[config.mk]
export PLATFORM = sky130hd
export DESIGN_NAME = uart_tx_top
export DESIGN_NICKNAME = d
export VERILOG_FILES = /design/src/common/uart_line_pkg.sv /design/src/common/uart_reg_pkg.sv /design/src/design/uart_apb_regs.sv /design/src/design/uart_baud_gen.sv /design/src/design/uart_tx_top.sv /design/src/uart_tx/uart_transmitter.sv /design/src/uart_tx/uart_tx_fifo.sv
export VERILOG_INCLUDE_DIRS = /design/src /design/src/common
export SDC_FILE = /design/constraint.sdc
export NUM_CORES = 1
export LEC_CHECK = 0
export ABC_AREA = 1
export BUFFER_PORTS_ARGS = -buffer_cell sky130_fd_sc_hd__buf_2
export CORE_UTILIZATION = 29
export DETAILED_ROUTE_END_ITERATION = 7
export HOLD_SLACK_MARGIN = 0.12
export MAX_ROUTING_LAYER = met4
export PLACE_DENSITY = 0.54
export SLEW_MARGIN = 10
export SYNTH_ARGS = -nofsm -noshare
export SYNTH_HDL_FRONTEND = slang
export SYNTH_SLANG_ARGS = --single-unit
[constraint.sdc]
create_clock -name clk -period 5.6 [get_ports clk]
set_clock_uncertainty 0.05 [all_clocks]
set_input_delay 1.4 -clock clk [delete_from_list [all_inputs] [get_ports clk]]
set_output_delay 1.4 -clock clk [all_outputs]
set_load 0.005 [all_outputs]
[src/common/uart_defines.svh]
/* uart tx subsystem macros
   fifo geometry, apb address width and register byte offsets */

`ifndef UART_DEFINES_SVH
`define UART_DEFINES_SVH

////////////////////////////////////////
// transmit fifo geometry
`define UART_FIFO_DEPTH 16
`define UART_FIFO_PTR_W 4
`define UART_FIFO_CNT_W 5 // one more than ptr, holds 0..16

////////////////////////////////////////
// apb register map
`define UART_APB_ADDR_W 5

`define UART_REG_THR 5'h00 // write only, pushes a char
`define UART_REG_LCR 5'h04
`define UART_REG_DIV 5'h08
`define UART_REG_FCR 5'h0C // write only, bit 0 flushes
`define UART_REG_LSR 5'h10 // read only

`endif

[src/common/uart_line_pkg.sv]
/* serial line types for the uart transmitter
   character, divisor and counter widths plus the frame fsm states */

`default_nettype none

`include "uart_defines.svh"

package uart_line_pkg;

  typedef logic [7:0]  uart_char_t;  // up to 8 data bits
  typedef logic [15:0] divisor_t;    // clk cycles per 16x tick

  // fifo fill level
  typedef logic [`UART_FIFO_CNT_W-1:0] fifo_count_t;

  typedef logic [4:0] bit_tick_t;    // ticks within one bit, up to 32 for 2 stop bits

  ////////////////////////////////////////
  // transmitter fsm
  typedef enum logic [2:0] {
    TX_IDLE   = 3'd0,
    TX_POP    = 3'd1, // wait for tick to take head char
    TX_START  = 3'd2,
    TX_DATA   = 3'd3,
    TX_PARITY = 3'd4,
    TX_STOP   = 3'd5
  } tx_state_e;

endpackage

`default_nettype wire

[src/common/uart_reg_pkg.sv]
/* register map types for the uart transmitter
   apb request, lcr and lsr layouts and register offsets */

`default_nettype none

`include "uart_defines.svh"

package uart_reg_pkg;
  import uart_line_pkg::*;

  // master side of the apb bus
  typedef struct packed {
    logic                        psel;
    logic                        penable;
    logic                        pwrite;
    logic [`UART_APB_ADDR_W-1:0] paddr;
    logic [31:0]                 pwdata;
  } apb_req_t;

  ////////////////////////////////////////
  // line control, 16550 layout minus dlab
  typedef struct packed {
    logic       rsvd;
    logic       brk;  // hold line low
    logic       sp;   // stick parity
    logic       ep;   // even parity
    logic       pe;   // parity enable
    logic       sb;   // 0 = 1 stop, 1 = 1.5 or 2
    logic [1:0] wls;  // 5..8 bits
  } lcr_t;

  // line status, 8 bits wide
  typedef struct packed {
    fifo_count_t count;
    logic        overrun; // sticky, cleared on read
    logic        temt;    // fifo empty and shifter idle
    logic        thre;    // fifo empty
  } lsr_t;

  typedef enum logic [`UART_APB_ADDR_W-1:0] {
    REG_THR = `UART_REG_THR,
    REG_LCR = `UART_REG_LCR,
    REG_DIV = `UART_REG_DIV,
    REG_FCR = `UART_REG_FCR,
    REG_LSR = `UART_REG_LSR
  } reg_addr_e;

endpackage

`default_nettype wire

[src/design/uart_apb_regs.sv]
/* apb slave for the uart transmitter
   holds lcr, divisor and sticky overrun, decodes thr and fcr writes into fifo strobes */

`timescale 1ns/1ps
`default_nettype none

module uart_apb_regs import uart_reg_pkg::*, uart_line_pkg::*; (
  input  wire         clk,
  input  wire         wb_rst_i,
  input  apb_req_t    apb_req_i,
  output logic [31:0] prdata_o,
  output logic        pready_o,
  output lcr_t        lcr_o,
  output divisor_t    divisor_o,
  output logic        push_o,
  output uart_char_t  push_data_o,
  output logic        flush_o,
  input  fifo_count_t count_i,
  input  wire         overrun_i,
  input  wire         busy_i
);

  lcr_t      lcr_q;
  divisor_t  div_q;
  logic      ovr_q;     // sticky overrun
  logic      wr_acc;
  logic      rd_acc;
  reg_addr_e addr;
  lsr_t      lsr;

  ////////////////////////////////////////
  // access decode
  assign addr   = reg_addr_e'(apb_req_i.paddr);
  assign wr_acc = apb_req_i.psel & apb_req_i.penable & apb_req_i.pwrite;
  assign rd_acc = apb_req_i.psel & apb_req_i.penable & ~apb_req_i.pwrite;

  assign pready_o = 1'b1; // no wait states

  // fifo strobes, live only in the access cycle
  assign push_o      = wr_acc && (addr == REG_THR);
  assign push_data_o = apb_req_i.pwdata[7:0];
  assign flush_o     = wr_acc && (addr == REG_FCR) && apb_req_i.pwdata[0];

  ////////////////////////////////////////
  // control registers
  always_ff @(posedge clk or posedge wb_rst_i) begin
    if (wb_rst_i) begin
      lcr_q <= '0;
      div_q <= '0; // baud stopped until sw writes it
    end else if (wr_acc) begin
      case (addr)
        REG_LCR: lcr_q <= lcr_t'(apb_req_i.pwdata[7:0]);
        REG_DIV: div_q <= apb_req_i.pwdata[15:0];
        default: ;
      endcase
    end
  end

  // set has priority over the read clear
  always_ff @(posedge clk or posedge wb_rst_i) begin
    if (wb_rst_i)
      ovr_q <= 1'b0;
    else if (overrun_i)
      ovr_q <= 1'b1;
    else if (rd_acc && (addr == REG_LSR))
      ovr_q <= 1'b0;
  end

  assign lcr_o     = lcr_q;
  assign divisor_o = div_q;

  ////////////////////////////////////////
  // status and readback
  assign lsr.count   = count_i;
  assign lsr.overrun = ovr_q;
  assign lsr.thre    = (count_i == '0);
  assign lsr.temt    = (count_i == '0) & ~busy_i;

  always_comb begin
    case (addr)
      REG_LCR: prdata_o = {24'd0, lcr_q};
      REG_DIV: prdata_o = {16'd0, div_q};
      REG_LSR: prdata_o = {24'd0, lsr};
      default: prdata_o = 32'd0; // thr, fcr and holes read zero
    endcase
  end

  // flush strobe empties the fifo by the next cycle
  a_flush_empties: assert property (@(posedge clk) disable iff (wb_rst_i)
    flush_o |=> (count_i == '0));

endmodule

`default_nettype wire

[src/design/uart_baud_gen.sv]
/* baud rate generator
   divides clk by the divisor into a one-cycle 16x oversampling tick */

`timescale 1ns/1ps
`default_nettype none

module uart_baud_gen import uart_line_pkg::*; (
  input  wire      clk,
  input  wire      wb_rst_i,
  input  divisor_t divisor_i,
  output logic     tick_o
);

  divisor_t cnt_q;
  divisor_t div_seen_q; // last divisor, for change detect
  logic     div_chg;
  logic     last_cnt;

  assign div_chg  = (divisor_i != div_seen_q);
  assign last_cnt = (cnt_q == divisor_i - 16'd1);

  always_ff @(posedge clk or posedge wb_rst_i) begin
    if (wb_rst_i) begin
      cnt_q      <= '0;
      div_seen_q <= '0;
    end else begin
      div_seen_q <= divisor_i;
      if (div_chg || (divisor_i == '0) || last_cnt)
        cnt_q <= '0; // restart on new divisor or wrap
      else
        cnt_q <= cnt_q + 16'd1;
    end
  end

  // gated while stopped and in the restart cycle
  assign tick_o = (divisor_i != '0) && !div_chg && last_cnt;

  a_tick_spacing: assert property (@(posedge clk) disable iff (wb_rst_i)
    tick_o |=> (!tick_o || (divisor_i == 16'd1)));

endmodule

`default_nettype wire

[src/design/uart_tx_top.sv]
/* uart transmit subsystem top
   apb registers, baud generator, tx fifo and frame transmitter */

`timescale 1ns/1ps
`default_nettype none

module uart_tx_top import uart_reg_pkg::*, uart_line_pkg::*; (
  input  wire         clk,
  input  wire         wb_rst_i,
  input  apb_req_t    apb_req_i,
  output logic [31:0] prdata_o,
  output logic        pready_o,
  output logic        stx_pad_o
);

  lcr_t        lcr;
  divisor_t    divisor;
  logic        push;
  uart_char_t  push_data;
  logic        flush;
  logic        pop;
  uart_char_t  head_data;
  fifo_count_t count;
  logic        overrun;
  logic        busy;
  logic        tick;

  ////////////////////////////////////////
  // cpu side
  uart_apb_regs uart_apb_regs_inst (
    .clk         (clk),
    .wb_rst_i    (wb_rst_i),
    .apb_req_i   (apb_req_i),
    .prdata_o    (prdata_o),
    .pready_o    (pready_o),
    .lcr_o       (lcr),
    .divisor_o   (divisor),
    .push_o      (push),
    .push_data_o (push_data),
    .flush_o     (flush),
    .count_i     (count),
    .overrun_i   (overrun),
    .busy_i      (busy)
  );

  uart_baud_gen uart_baud_gen_inst (
    .clk       (clk),
    .wb_rst_i  (wb_rst_i),
    .divisor_i (divisor),
    .tick_o    (tick)
  );

  ////////////////////////////////////////
  // line side
  uart_tx_fifo uart_tx_fifo_inst (
    .clk       (clk),
    .wb_rst_i  (wb_rst_i),
    .push_i    (push),
    .data_i    (push_data),
    .pop_i     (pop),
    .flush_i   (flush),
    .data_o    (head_data),
    .count_o   (count),
    .overrun_o (overrun)
  );

  uart_transmitter uart_transmitter_inst (
    .clk      (clk),
    .wb_rst_i (wb_rst_i),
    .tick_i   (tick),
    .lcr_i    (lcr),
    .data_i   (head_data),
    .count_i  (count),
    .pop_o    (pop),
    .busy_o   (busy),
    .stx_o    (stx_pad_o)
  );

endmodule

`default_nettype wire

[src/uart_tx/uart_transmitter.sv]
/* uart frame transmitter
   start, 5..8 data bits lsb first, optional parity and 1/1.5/2 stop bits on ticks */

`timescale 1ns/1ps
`default_nettype none

module uart_transmitter import uart_reg_pkg::*, uart_line_pkg::*; (
  input  wire         clk,
  input  wire         wb_rst_i,
  input  wire         tick_i,
  input  lcr_t        lcr_i,
  input  uart_char_t  data_i,
  input  fifo_count_t count_i,
  output logic        pop_o,
  output logic        busy_o,
  output logic        stx_o
);

  tx_state_e  state_q;
  bit_tick_t  tick_cnt_q; // position inside current bit
  bit_tick_t  bit_last;
  bit_tick_t  stop_last;
  logic       bit_done;
  logic [2:0] bit_cnt_q;  // data bits still to go
  logic [6:0] shift_q;
  logic       bit_q;      // bit on the line in data and parity
  logic       par_q;      // xor of the latched data bits
  logic [1:0] wls_q;
  logic       par_calc;
  logic       par_bit;
  logic       take;
  logic       line_d;
  logic       line_q;

  ////////////////////////////////////////
  // bit timing
  always_comb begin
    if (!lcr_i.sb)
      stop_last = 5'd15;   // 1 stop bit
    else if (wls_q == 2'd0)
      stop_last = 5'd23;   // 1.5 stop with 5 bit words
    else
      stop_last = 5'd31;   // 2 stop bits
  end

  assign bit_last = (state_q == TX_STOP) ? stop_last : 5'd15;
  assign bit_done = (tick_cnt_q == bit_last);

  // parity over the word length in use
  always_comb begin
    case (lcr_i.wls)
      2'd0:    par_calc = ^data_i[4:0];
      2'd1:    par_calc = ^data_i[5:0];
      2'd2:    par_calc = ^data_i[6:0];
      default: par_calc = ^data_i[7:0];
    endcase
  end

  always_comb begin
    case ({lcr_i.ep, lcr_i.sp})
      2'b00:   par_bit = ~par_q; // odd
      2'b01:   par_bit = 1'b1;   // stick 1
      2'b10:   par_bit = par_q;  // even
      default: par_bit = 1'b0;   // stick 0
    endcase
  end

  assign take   = tick_i && (state_q == TX_POP) && (count_i != '0);
  assign pop_o  = take;
  assign busy_o = (state_q != TX_IDLE);

  ////////////////////////////////////////
  // frame fsm
  always_ff @(posedge clk or posedge wb_rst_i) begin
    if (wb_rst_i) begin
      state_q    <= TX_IDLE;
      tick_cnt_q <= '0;
      bit_cnt_q  <= '0;
    end else if (tick_i) begin
      if (state_q == TX_IDLE || state_q == TX_POP || bit_done)
        tick_cnt_q <= '0;
      else
        tick_cnt_q <= tick_cnt_q + 5'd1;

      case (state_q)
        TX_IDLE: begin
          if (count_i != '0)
            state_q <= TX_POP;
        end
        TX_POP: begin
          if (take) begin
            bit_cnt_q <= 3'd4 + {1'b0, lcr_i.wls}; // 4..7 shifts left after first bit
            state_q   <= TX_START;
          end else begin
            state_q <= TX_IDLE; // flushed meanwhile
          end
        end
        TX_START: begin
          if (bit_done)
            state_q <= TX_DATA;
        end
        TX_DATA: begin
          if (bit_done) begin
            if (bit_cnt_q != 3'd0)
              bit_cnt_q <= bit_cnt_q - 3'd1;
            else if (lcr_i.pe)
              state_q <= TX_PARITY;
            else
              state_q <= TX_STOP;
          end
        end
        TX_PARITY: begin
          if (bit_done)
            state_q <= TX_STOP;
        end
        TX_STOP: begin
          if (bit_done)
            state_q <= TX_IDLE;
        end
        default: state_q <= TX_IDLE;
      endcase
    end
  end

  // payload path, latched at pop and shifted per data bit
  always_ff @(posedge clk) begin
    if (take) begin
      {shift_q, bit_q} <= data_i;
      par_q            <= par_calc;
      wls_q            <= lcr_i.wls;
    end else if (tick_i && bit_done && state_q == TX_DATA) begin
      if (bit_cnt_q != 3'd0)
        {shift_q, bit_q} <= {1'b0, shift_q};
      else
        bit_q <= par_bit; // only seen if parity enabled
    end
  end

  ////////////////////////////////////////
  // line output
  always_comb begin
    case (state_q)
      TX_START:           line_d = 1'b0;
      TX_DATA, TX_PARITY: line_d = bit_q;
      default:            line_d = 1'b1; // idle, pop, stop
    endcase
  end

  always_ff @(posedge clk or posedge wb_rst_i) begin
    if (wb_rst_i)
      line_q <= 1'b1;
    else
      line_q <= line_d; // registered pad drive
  end

  assign stx_o = lcr_i.brk ? 1'b0 : line_q; // break overrides frame

  a_pop_pulse: assert property (@(posedge clk) disable iff (wb_rst_i)
    pop_o |=> !pop_o);

  a_idle_mark: assert property (@(posedge clk) disable iff (wb_rst_i)
    (state_q == TX_IDLE && !lcr_i.brk) |-> stx_o);

endmodule

`default_nettype wire

[src/uart_tx/uart_tx_fifo.sv]
/* transmit fifo, 16 entries
   circular buffer with fill count, overrun pulse on full push and flush */

`timescale 1ns/1ps
`default_nettype none

`include "uart_defines.svh"

module uart_tx_fifo import uart_line_pkg::*; (
  input  wire         clk,
  input  wire         wb_rst_i,
  input  wire         push_i,
  input  uart_char_t  data_i,
  input  wire         pop_i,
  input  wire         flush_i,
  output uart_char_t  data_o,
  output fifo_count_t count_o,
  output logic        overrun_o
);

  uart_char_t                  mem [`UART_FIFO_DEPTH];
  logic [`UART_FIFO_PTR_W-1:0] wr_ptr_q;
  logic [`UART_FIFO_PTR_W-1:0] rd_ptr_q;
  fifo_count_t                 cnt_q;
  logic                        full;
  logic                        empty;
  logic                        do_push;
  logic                        do_pop;

  assign full    = (cnt_q == fifo_count_t'(`UART_FIFO_DEPTH));
  assign empty   = (cnt_q == '0);
  assign do_push = push_i & ~full;
  assign do_pop  = pop_i & ~empty;

  assign overrun_o = push_i & full; // char dropped
  assign data_o    = mem[rd_ptr_q]; // head, read combinationally
  assign count_o   = cnt_q;

  ////////////////////////////////////////
  // pointers and count
  always_ff @(posedge clk or posedge wb_rst_i) begin
    if (wb_rst_i) begin
      wr_ptr_q <= '0;
      rd_ptr_q <= '0;
      cnt_q    <= '0;
    end else if (flush_i) begin
      wr_ptr_q <= '0;
      rd_ptr_q <= '0;
      cnt_q    <= '0;
    end else begin
      if (do_push)
        wr_ptr_q <= wr_ptr_q + 1'b1; // wraps at depth
      if (do_pop)
        rd_ptr_q <= rd_ptr_q + 1'b1;
      case ({do_push, do_pop})
        2'b10:   cnt_q <= cnt_q + 1'b1;
        2'b01:   cnt_q <= cnt_q - 1'b1;
        default: ; // both or none, level unchanged
      endcase
    end
  end

  // storage
  always_ff @(posedge clk) begin
    if (do_push)
      mem[wr_ptr_q] <= data_i;
  end

  a_cnt_bound: assert property (@(posedge clk) disable iff (wb_rst_i)
    cnt_q <= fifo_count_t'(`UART_FIFO_DEPTH));

  // transmitter checks the level before it pops
  a_no_empty_pop: assert property (@(posedge clk) disable iff (wb_rst_i)
    pop_i |-> (cnt_q != '0));

endmodule

`default_nettype wire

==> flow_summary.ini, run 1 <==
[floorplanning]
core-area_um2 = 37600
start_util_pct = 29.4
num_io_pins = 76
die_w_um = 197
fp.dieH_um = 197
design.die.area_um2 = 38900
rows = 71

[critical_path]
crit_arrival_ns = 3.02
r2r-end = uart_tx_fifo_inst.count_o[4]
worstPathRequired_ns = 4.15
cp-start-kind = primary input
setup.worst_path.start = apb_req_i[33]
worst_r2r_path_depth = 23
reg2reg_from = uart_apb_regs_inst.divisor_o[1]
r2r_slack_ns = 2.13
worstPathMaxFanout = 16
cp-end-kind = output port
worstSetupPathType = primary input to output port
crit_end = prdata_o[0]

[logic_synthesis]
ys_top_cells_by_area = edfxtp_1, dfrtp_1, nand2_1, nor2_1, inv_1
synth_common_cells = nand2_1, nor2_1, edfxtp_1, inv_1, dfrtp_1
async_flop_share_pct = 37.1
synth_cell_type_count = 50
ys_ff_latch = 221
synth_edf_count = 139
synthFlopType = edfxtp_1
yosysSeqAreaShare_pct = 56.3
synth_top_area_share_pct = 37.7
postSynthAreaPerCell_um2 = 9.23
netlist_area_um2 = 11100
yosysWarnings = 0
synth_most_common_cell = nand2_1
synth_top_area_cell = edfxtp_1
netlist_instances = 1198

[clock_tree]
clockBufferDepth = 3
clock_latency_ns = 0.56
cts_tree = built
postCtsHoldBufs = 0
cts_buffers = 26
ctsResizeCount = 0
htreeDepth = 1
cts_root_buf = clkbuf_16
clk_pin_slew_ns = 0.05
postCtsSetupBuffers = 0
clock_sinks = 221

[grt]
grt_pass1_vias = 7610
grt_max_degree = 58
antenna_found_initial = 0
overflow = 0
grt_pass1_wl_um = 41600
grt_util_all_layers_pct = 14.1

[sta]
fin_tns_setup_ns = 0
final-setup-viol-count = 0
slew_headroom_pct = 25.9
rsz0062_at_grt = no
drv_slew = 0
fin_crit_ns = 4.47
final_hold_viol_count = 0
max_freq_mhz = 223
setup_ws_ns = 1.13
post-route-period-util_pct = 79.9
tightest_slew_ns = 1.11

[worst_hold_path]
min_path_cells = 0
holdCritPathClass = register to register

[final_layout]
diodes = 0
fin_util_pct = 33.3
nets = 1293
drive_gt1_share_pct = 10.4
syn_to_final_growth_pct = 13.0

[job]
drv_cap = 0

[power]
p_per_area_nw_per_um2 = 299
peakVddDrop_mv = 0.252
p_leak_uw = 0.00528

[status]
status = finished clean

[drt]
drc_errors = 0
avgRoutedWirePerCell_um = 14.8
vias = 7988
first_pass_iters = 5
avgViaCountPerCell = 4.52
ant_nets = 0
finalWirelength_um = 26100
drt-initial-drc-count = 464

[placed_design]
port_buffers = 42
dp_slack_ns = 1.10
hpwl_um = 17600
gp_congestion = 0.865
==> stage by stage <==
| stage | std cells | power [uW] | hold WS, ns | cell area (um^2) |
|---|---|---|---|---|
| final | 1767 | 3740 | 0.414 | 12500 |
| after global placement | 1719 | 2160 | 0.410 | 11700 |
| after global routing | 1767 | 3890 | 0.433 | 12500 |
| after detailed placement | 1719 | 2160 | 0.401 | 11700 |
| after floorplan | 1213 | 2070 | 0.299 | 11100 |
| after CTS | 1767 | 3780 | 0.420 | 12500 |
==> state kept, by name, summed over array words and instances, names as in the netlist <==
signal / count
uart_tx_fifo_inst.count_o: 5
uart_transmitter_inst.line_q: 1
uart_transmitter_inst.bit_q: 1
uart_baud_gen_inst.cnt_q: 16
uart_apb_regs_inst.ovr_q: 1
uart_transmitter_inst.tick_cnt_q: 5
uart_transmitter_inst.shift_q: 7
uart_tx_fifo_inst.mem: 128
uart_transmitter_inst.bit_cnt_q: 3
uart_transmitter_inst.par_q: 1
uart_tx_fifo_inst.wr_ptr_q: 4
uart_tx_fifo_inst.rd_ptr_q: 4
uart_transmitter_inst.state_q: 3
uart_apb_regs_inst.divisor_o: 16
uart_apb_regs_inst.lcr_o: 8
uart_baud_gen_inst.div_seen_q: 16
uart_transmitter_inst.wls_q: 2
==> cell usage in the layout (no fill, tap or decap), types with 3 or more instances in the layout <==
cell type and n:
a21oi_1 51, buf_2 42, buf_4 4, clkbuf_1 6, clkbuf_16 27, clkinv_1 4
clkinv_2 8, conb_1 17, dfrtp_1 80, edfxtp_1 139, ha_1 14, inv_1 115
inv_2 7, nand2_1 301, nand2_2 4, nand2_4 3, nand3_1 71, nand3_2 3
nand3b_1 7, nand4_1 7, nor2_1 149, nor2_2 4, nor2_4 9, nor3_1 10
nor3_2 3, nor3b_1 5, o211ai_1 14, o21ai_0 66, o21ai_1 4, o221ai_1 6
xnor2_1 11, xor2_1 35
==> layout make-up <==
class	count	area, um^2
Sequential cell	221	6230
Fill cell	3917	25100
Timing Repair Buffer	46	240
Multi-Input combinational cell	816	4100
Clock buffer	35	726
Tap cell	511	639
Clock inverter	13	96.3
Inverter	125	470
==> kinds of logic after synthesis <==
family | Yosys count | share of synthesized area, %
XOR/XNOR | 47 | 3.79
AND/OR/NAND/NOR | 585 | 23.2
buffers and inverters | 176 | 7.14
adder cells (fa/ha/maj) | 15 | 1.77
flip-flops | 221 | 56.3
AO/OA/AOI/OAI | 152 | 7.68
other | 2 | 0.0679
==> how the worst min path moves through the flow <==
stage	start	end	slack (ns)
finish	uart_apb_regs_inst.divisor_o[14]	uart_baud_gen_inst.div_seen_q[14]	0.41
global route	uart_apb_regs_inst.divisor_o[14]	uart_baud_gen_inst.div_seen_q[14]	0.43
floorplan	uart_apb_regs_inst.divisor_o[7]	uart_baud_gen_inst.div_seen_q[7]	0.30
CTS	uart_apb_regs_inst.divisor_o[14]	uart_baud_gen_inst.div_seen_q[14]	0.42
global placement	uart_apb_regs_inst.divisor_o[14]	uart_baud_gen_inst.div_seen_q[14]	0.41
detailed placement	uart_apb_regs_inst.divisor_o[14]	uart_baud_gen_inst.div_seen_q[14]	0.40
==> per-layer routing <==
| metal | share of wire (%) | up-vias | global-route usage (%) |
|---|---|---|---|
| li1 | - | 3990 | - |
| met5 | 0 | - | - |
| met1 | 46 | 3797 | 18.4 |
| met2 | 48 | 166 | 22.9 |
| met4 | 1.9 | 0 | 3.59 |
| met3 | 4.2 | 35 | 1.98 |
==> worst max-delay path, stage by stage <==
cell,delay (ns)
buf_2,0.09
nor2_1,0.10
inv_1,0.09
nor2_1,0.17
nand3_1,0.54
o221ai_1,0.47
buf_2,0.17
==> power breakdown <==
| group | total (uW) | switching [uW] | leakage, uW | internal (uW) |
|---|---|---|---|---|
| sequential | 1810 | 44.1 | 0.00226 | 1770 |
| clock | 1610 | 695 | 0.000401 | 917 |
| combinational | 316 | 216 | 0.00262 | 101 |
| total | 3740 | 955 | 0.00528 | 2790 |
(Power assumes the default switching activity.)
==> inputs of run 2 (changes only) <==
- PLACE_DENSITY: 0.54 -> 0.56
- clock period: 5.6 -> 3.9 ns (I/O delays scaled with it)
==> run 2 against run 1 <==
First-iteration DRC count fell by 2.2%; critical path depth rose by 16; via count barely moved; sequential power rose by 44%; clock power rose by 43%; non-clock buffer count rose by 23; sequential share of layout area fell by 0.66 points.
==> flow_summary.ini, run 2 (synthesized netlist as in run 1, its figures left out) <==
[clock_tree]
clock_latency_ns = 0.53
cts_buffers = 24
clockBufferDepth = 3
ctsResizeCount = 0
clk_pin_slew_ns = 0.06
clock_sinks = 221
cts_tree = built
htreeDepth = 1
postCtsHoldBufs = 0
cts_root_buf = clkbuf_16
postCtsSetupBuffers = 0

[grt]
grt_pass1_vias = 7638
antenna_found_initial = 0
grt_util_all_layers_pct = 14.1
grt_max_degree = 81
overflow = 0
grt_pass1_wl_um = 41800

[critical_path]
crit_arrival_ns = 3.84
worstSetupPathType = register to register
reg2reg_from = uart_apb_regs_inst.divisor_o[0]
worstPathMaxFanout = 6
r2r-end = uart_tx_fifo_inst.count_o[4]
cp_slowest_cell = dfrtp_1
cp_cell_sequence = inv_2 > ha_1 > nand2_1 > nor2_1 > nand2_1 > nand2_1 > nand2_1 > nand2_1 > nand2_1 > nor2_1 > nand3_2 > nor2_4 > nand4_2 > inv_1 > ha_1 > a21oi_1 > nand2_1 > xor2_1 > inv_1 > nand2_1 > nand2_1 > nand2_1 > nand2_1
cp-end-kind = register
worst_r2r_path_depth = 23
max_stage_delay_ns = 0.45
worstPathRequired_ns = 4.27
cp-start-kind = register
crit_top_cell = nand2_1
r2r_slack_ns = 0.44

[final_layout]
diodes = 0
finalInstanceArea_um2 = 12700
mostFrequentLayoutCells = nand2_1, nor2_1, edfxtp_1
fin_cells = 1786
regMostFlops = uart_tx_fifo_inst.mem
largest_register_ffs = 128
drive_gt1_share_pct = 11.9
final_common_cell = nand2_1
nets = 1314
syn_to_final_growth_pct = 14.5

[power]
p_sw_uw = 1320
peakVddDrop_mv = 0.345
p_leak_uw = 0.00540
total_power_uw = 5360
p_per_area_nw_per_um2 = 423
switching_share_pct = 24.5
p_clk_share_pct = 43.0
p_comb_share_pct = 8.4
internal_power_uw = 4050
seqPwrFrac_pct = 48.6

[placed_design]
dp.cells = 1742
gp_congestion = 0.866
hpwl_um = 18000
dpl_cell_area_um2 = 11900
port_buffers = 42

[sta]
fin_crit_ns = 3.46
final_hold_viol_count = 0
final-setup-viol-count = 0
tightest_slew_ns = 1.09
drv_slew = 0
max_freq_mhz = 289
slew_headroom_pct = 27.1
rsz0062_at_grt = no
post-route-period-util_pct = 88.8
fin_tns_setup_ns = 0

[floorplanning]
rows = 71
start_util_pct = 29.4
core-area_um2 = 37600
fp.dieH_um = 197
die_w_um = 197
num_io_pins = 76
design.die.area_um2 = 38900

[job]
drv_cap = 0

[drt]
ant_nets = 0
avgViaCountPerCell = 4.47
drt-initial-drc-count = 454
drc_errors = 0
avgRoutedWirePerCell_um = 14.7
finalWirelength_um = 26200
vias = 7989
first_pass_iters = 5

[worst_hold_path]
hold_end = uart_baud_gen_inst.div_seen_q[14]
holdCritPathClass = register to register
min_path_cells = 0
hold_path_startpoint = uart_apb_regs_inst.divisor_o[14]

[status]
status = finished clean
[run 2: cell count changes in the layout (fill, tap and decap cells not counted), moves of 2 or more]
cell	previous run	this run
clkinvlp_4	2	0
clkbuf_8	2	4
buf_4	4	26
clkinv_1	4	2
[run 2: worst max path at each step]
| stage | from | end | slack (ns) |
|---|---|---|---|
| after global placement | uart_apb_regs_inst.divisor_o[1] | uart_tx_fifo_inst.count_o[4] | 0.49 |
| after CTS | uart_apb_regs_inst.divisor_o[0] | uart_tx_fifo_inst.count_o[4] | 0.41 |
| after global routing | uart_apb_regs_inst.divisor_o[0] | uart_tx_fifo_inst.count_o[4] | 0.01 |
| after detailed placement | uart_apb_regs_inst.divisor_o[0] | uart_tx_fifo_inst.count_o[4] | 0.43 |
| final | uart_apb_regs_inst.divisor_o[0] | uart_tx_fifo_inst.count_o[4] | 0.44 |
| after floorplan | wb_rst_i | uart_apb_regs_inst.divisor_o[0] | 0.77 |
[run 2: stage by stage]
step	util, %	setup WS, ns	hold WS, ns
after floorplan	-	0.768	0.299
after global placement	31.6	0.490	0.404
after detailed placement	31.6	0.427	0.399
final	33.7	0.439	0.424
after CTS	33.7	0.410	0.424
after global routing	33.7	0.0136	0.445
[run 2: routing by layer]
layer | track usage, % | wire length (um) | share of wire (%) | vias up
met2 | 22.7 | 12400 | 47 | 150
li1 | - | - | - | 4019
met4 | 3.88 | 581 | 2.2 | 0
met5 | - | 0 | 0 | -
met1 | 18.8 | 12400 | 47 | 3782
met3 | 1.69 | 868 | 3.3 | 38
[run 2: final cells by class]
type,instances,area (um^2)
fillers,3856,24900
well taps,511,639
clock inverters,8,76.3
repair buffers,69,425
flip-flops and latches,221,6230
clock buffers,36,728
inverters,125,470
multi-input cells,816,4100
[run 2: worst max-delay path: cells and delay by family, from the launching register on]
| family | cells | cell delay (ns) |
|---|---|---|
| xor+xnor | 1 | 0.19 |
| compound gates | 1 | 0.15 |
| flops | 1 | 0.45 |
| buf+inv | 3 | 0.41 |
| fa+ha+maj | 2 | 0.52 |
| simple gates | 16 | 1.58 |
[run 2: power groups by stage]
stage	combinational [uW]	clock (uW)	sequential, uW
final	450	2310	2600
after global routing	517	2450	2610
after CTS	457	2360	2600
after detailed placement	455	0	2650
after global placement	450	0	2650
after floorplan	349	0	2620
==> inputs of run 3 (changes only) <==
- BUFFER_PORTS_ARGS: -buffer_cell sky130_fd_sc_hd__buf_2 -> default
- DONT_BUFFER_PORTS: default -> 1
- PLACE_DENSITY: 0.56 -> 0.53
- clock period: 3.9 -> 4.4 ns (I/O delays scaled with it)
==> run 3 against run 2 <==
Core utilization is 1.0 points lower; clock-buffer cell count is 6 lower; flip-flop and latch count stayed put; sequential power is 11% lower; combinational power is 20% lower; die area stayed put; worst setup slack better by 0.38 ns; largest cell class unchanged.
==> flow_summary.ini, run 3 (synthesized netlist as in run 1, its figures left out) <==
[floorplanning]
fp.dieH_um = 197
die_w_um = 197
start_util_pct = 29.4
design.die.area_um2 = 38900
num_io_pins = 76
rows = 71
core-area_um2 = 37600

[placed_design]
port_buffers = 0
gp_congestion = 0.817
hpwl_um = 17800
dp_slack_ns = 0.841
dpl_cell_area_um2 = 11500

[critical_path]
worst_r2r_path_depth = 23
crit_end = prdata_o[1]
reg2reg_from = uart_apb_regs_inst.divisor_o[1]
cp-start-kind = register
cp-end-kind = output port
path_delay_family = simple AND/OR/NAND/NOR gates
cp_slowest_cell = dfrtp_1
worstPathRequired_ns = 3.25
setup.worst_path.start = uart_tx_fifo_inst.count_o[0]
crit_buf_inv = 1
r2r_slack_ns = 0.95
r2r-end = uart_tx_fifo_inst.count_o[4]
max_stage_delay_ns = 0.44
crit_arrival_ns = 2.43
worstPathMaxFanout = 5
cp_cell_sequence = nor4_1 > nand2_1 > nor2_1 > inv_1 > o221ai_1
worstSetupPathType = register to output port
cp.depth = 5

[grt]
busiest_layer = met2
overflow = 0
grt_util_all_layers_pct = 14.2
met1_usage_pct = 18.5
grt_pass1_wl_um = 41700
antenna_found_initial = 0
grtUsageMet2_pct = 23.1
grt_max_degree = 81
grt_pass1_vias = 7590
grtUsageMet3_pct = 2.17

[drt]
vias = 7786
finalWirelength_um = 26100
ant_nets = 0
avgRoutedWirePerCell_um = 15.1
drt-initial-drc-count = 551
avgViaCountPerCell = 4.51
first_pass_iters = 4
drc_errors = 0

[sta]
tightest_slew_ns = 1.08
max_freq_mhz = 280
fin_tns_setup_ns = 0
post-route-period-util_pct = 81.3
rsz0062_at_grt = no
drv_slew = 0
final-setup-viol-count = 0
setup_ws_ns = 0.823
final_hold_viol_count = 0
fin_crit_ns = 3.58
slew_headroom_pct = 27.5

[worst_hold_path]
hold_path_startpoint = uart_apb_regs_inst.divisor_o[14]
holdCritPathClass = register to register

[final_layout]
nets = 1254
regMostFlops = uart_tx_fifo_inst.mem
final_common_cell = nand2_1
drive_gt1_share_pct = 7.65
finalInstanceArea_um2 = 12300
diodes = 0
largest_register_ffs = 128
fin_util_pct = 32.7
syn_to_final_growth_pct = 11.2
mostFrequentLayoutCells = nand2_1, nor2_1, edfxtp_1
fillers = 3899

[status]
status = finished clean

[power]
total_power_uw = 4700
switching_share_pct = 25.0
p_sw_uw = 1170
p_clk_share_pct = 43.3
peakVddDrop_mv = 0.288
internal_power_uw = 3530
p_leak_uw = 0.00511
p_per_area_nw_per_um2 = 383
p_comb_share_pct = 7.7
seqPwrFrac_pct = 49.0

[clock_tree]
htreeDepth = 1
cts_tree = built
clockBufferDepth = 3
clock_latency_ns = 0.54
ctsResizeCount = 0
postCtsHoldBufs = 0
postCtsSetupBuffers = 0
clock_sinks = 221
clk_pin_slew_ns = 0.06
cts_root_buf = clkbuf_16
cts_buffers = 25

[job]
drv_cap = 0
## run 3: how the worst min path moves through the flow
stage | slack (ns) | endpoint | cells after the start
2_1_floorplan | 0.30 | uart_baud_gen_inst.div_seen_q[7] | 0
3_3_place_gp | 0.41 | uart_baud_gen_inst.div_seen_q[14] | 0
3_5_place_dp | 0.41 | uart_baud_gen_inst.div_seen_q[14] | 0
4_1_cts | 0.44 | uart_baud_gen_inst.div_seen_q[14] | 0
5_1_grt | 0.45 | uart_baud_gen_inst.div_seen_q[14] | 0
6_report | 0.42 | uart_baud_gen_inst.div_seen_q[14] | 0
## run 3: power by group through the flow
stage | Clock [uW] | Combinational [uW] | Sequential, uW
after floorplan | 0 | 309 | 2320
after global placement | 0 | 360 | 2350
after detailed placement | 0 | 365 | 2350
after CTS | 2080 | 367 | 2310
after global routing | 2160 | 415 | 2310
final | 2040 | 362 | 2310
## run 3: area by class of cell
type                       count  area [um^2]  area share, %
clock buffer                  30          676           5.50
inverter                     125          470           3.83
multi-input combinational    816         4100           33.3
timing repair buffer           8         60.1          0.489
sequential                   221         6230           50.7
tap                          511          639           5.20
clock inverter                15          120          0.977
## run 3: worst reg2reg max path, delay by kind of cell, from the launching register on
family	cells	cell delay (ns)
adder cells (fa/ha/maj)	2	0.52
flip-flops	1	0.45
XOR/XNOR	1	0.19
AND/OR/NAND/NOR	16	1.58
AO/OA/AOI/OAI	1	0.15
buffers and inverters	3	0.41
## run 3: per-stage QoR
| step | cells | hold slack [ns] |
|---|---|---|
| 2_1_floorplan | 1213 | 0.299 |
| 3_3_place_gp | 1681 | 0.406 |
| 3_5_place_dp | 1681 | 0.405 |
| 4_1_cts | 1726 | 0.440 |
| 5_1_grt | 1726 | 0.447 |
| 6_report | 1726 | 0.423 |
## run 3: metal layers
layer  wire [um]  up-vias  share of wire (%)
li1            -     3919                  -
met2       12500      141                 48
met3        1040       31                4.0
met4         399        0                1.5
met1       12100     3695                 46
met5           0        -                  0
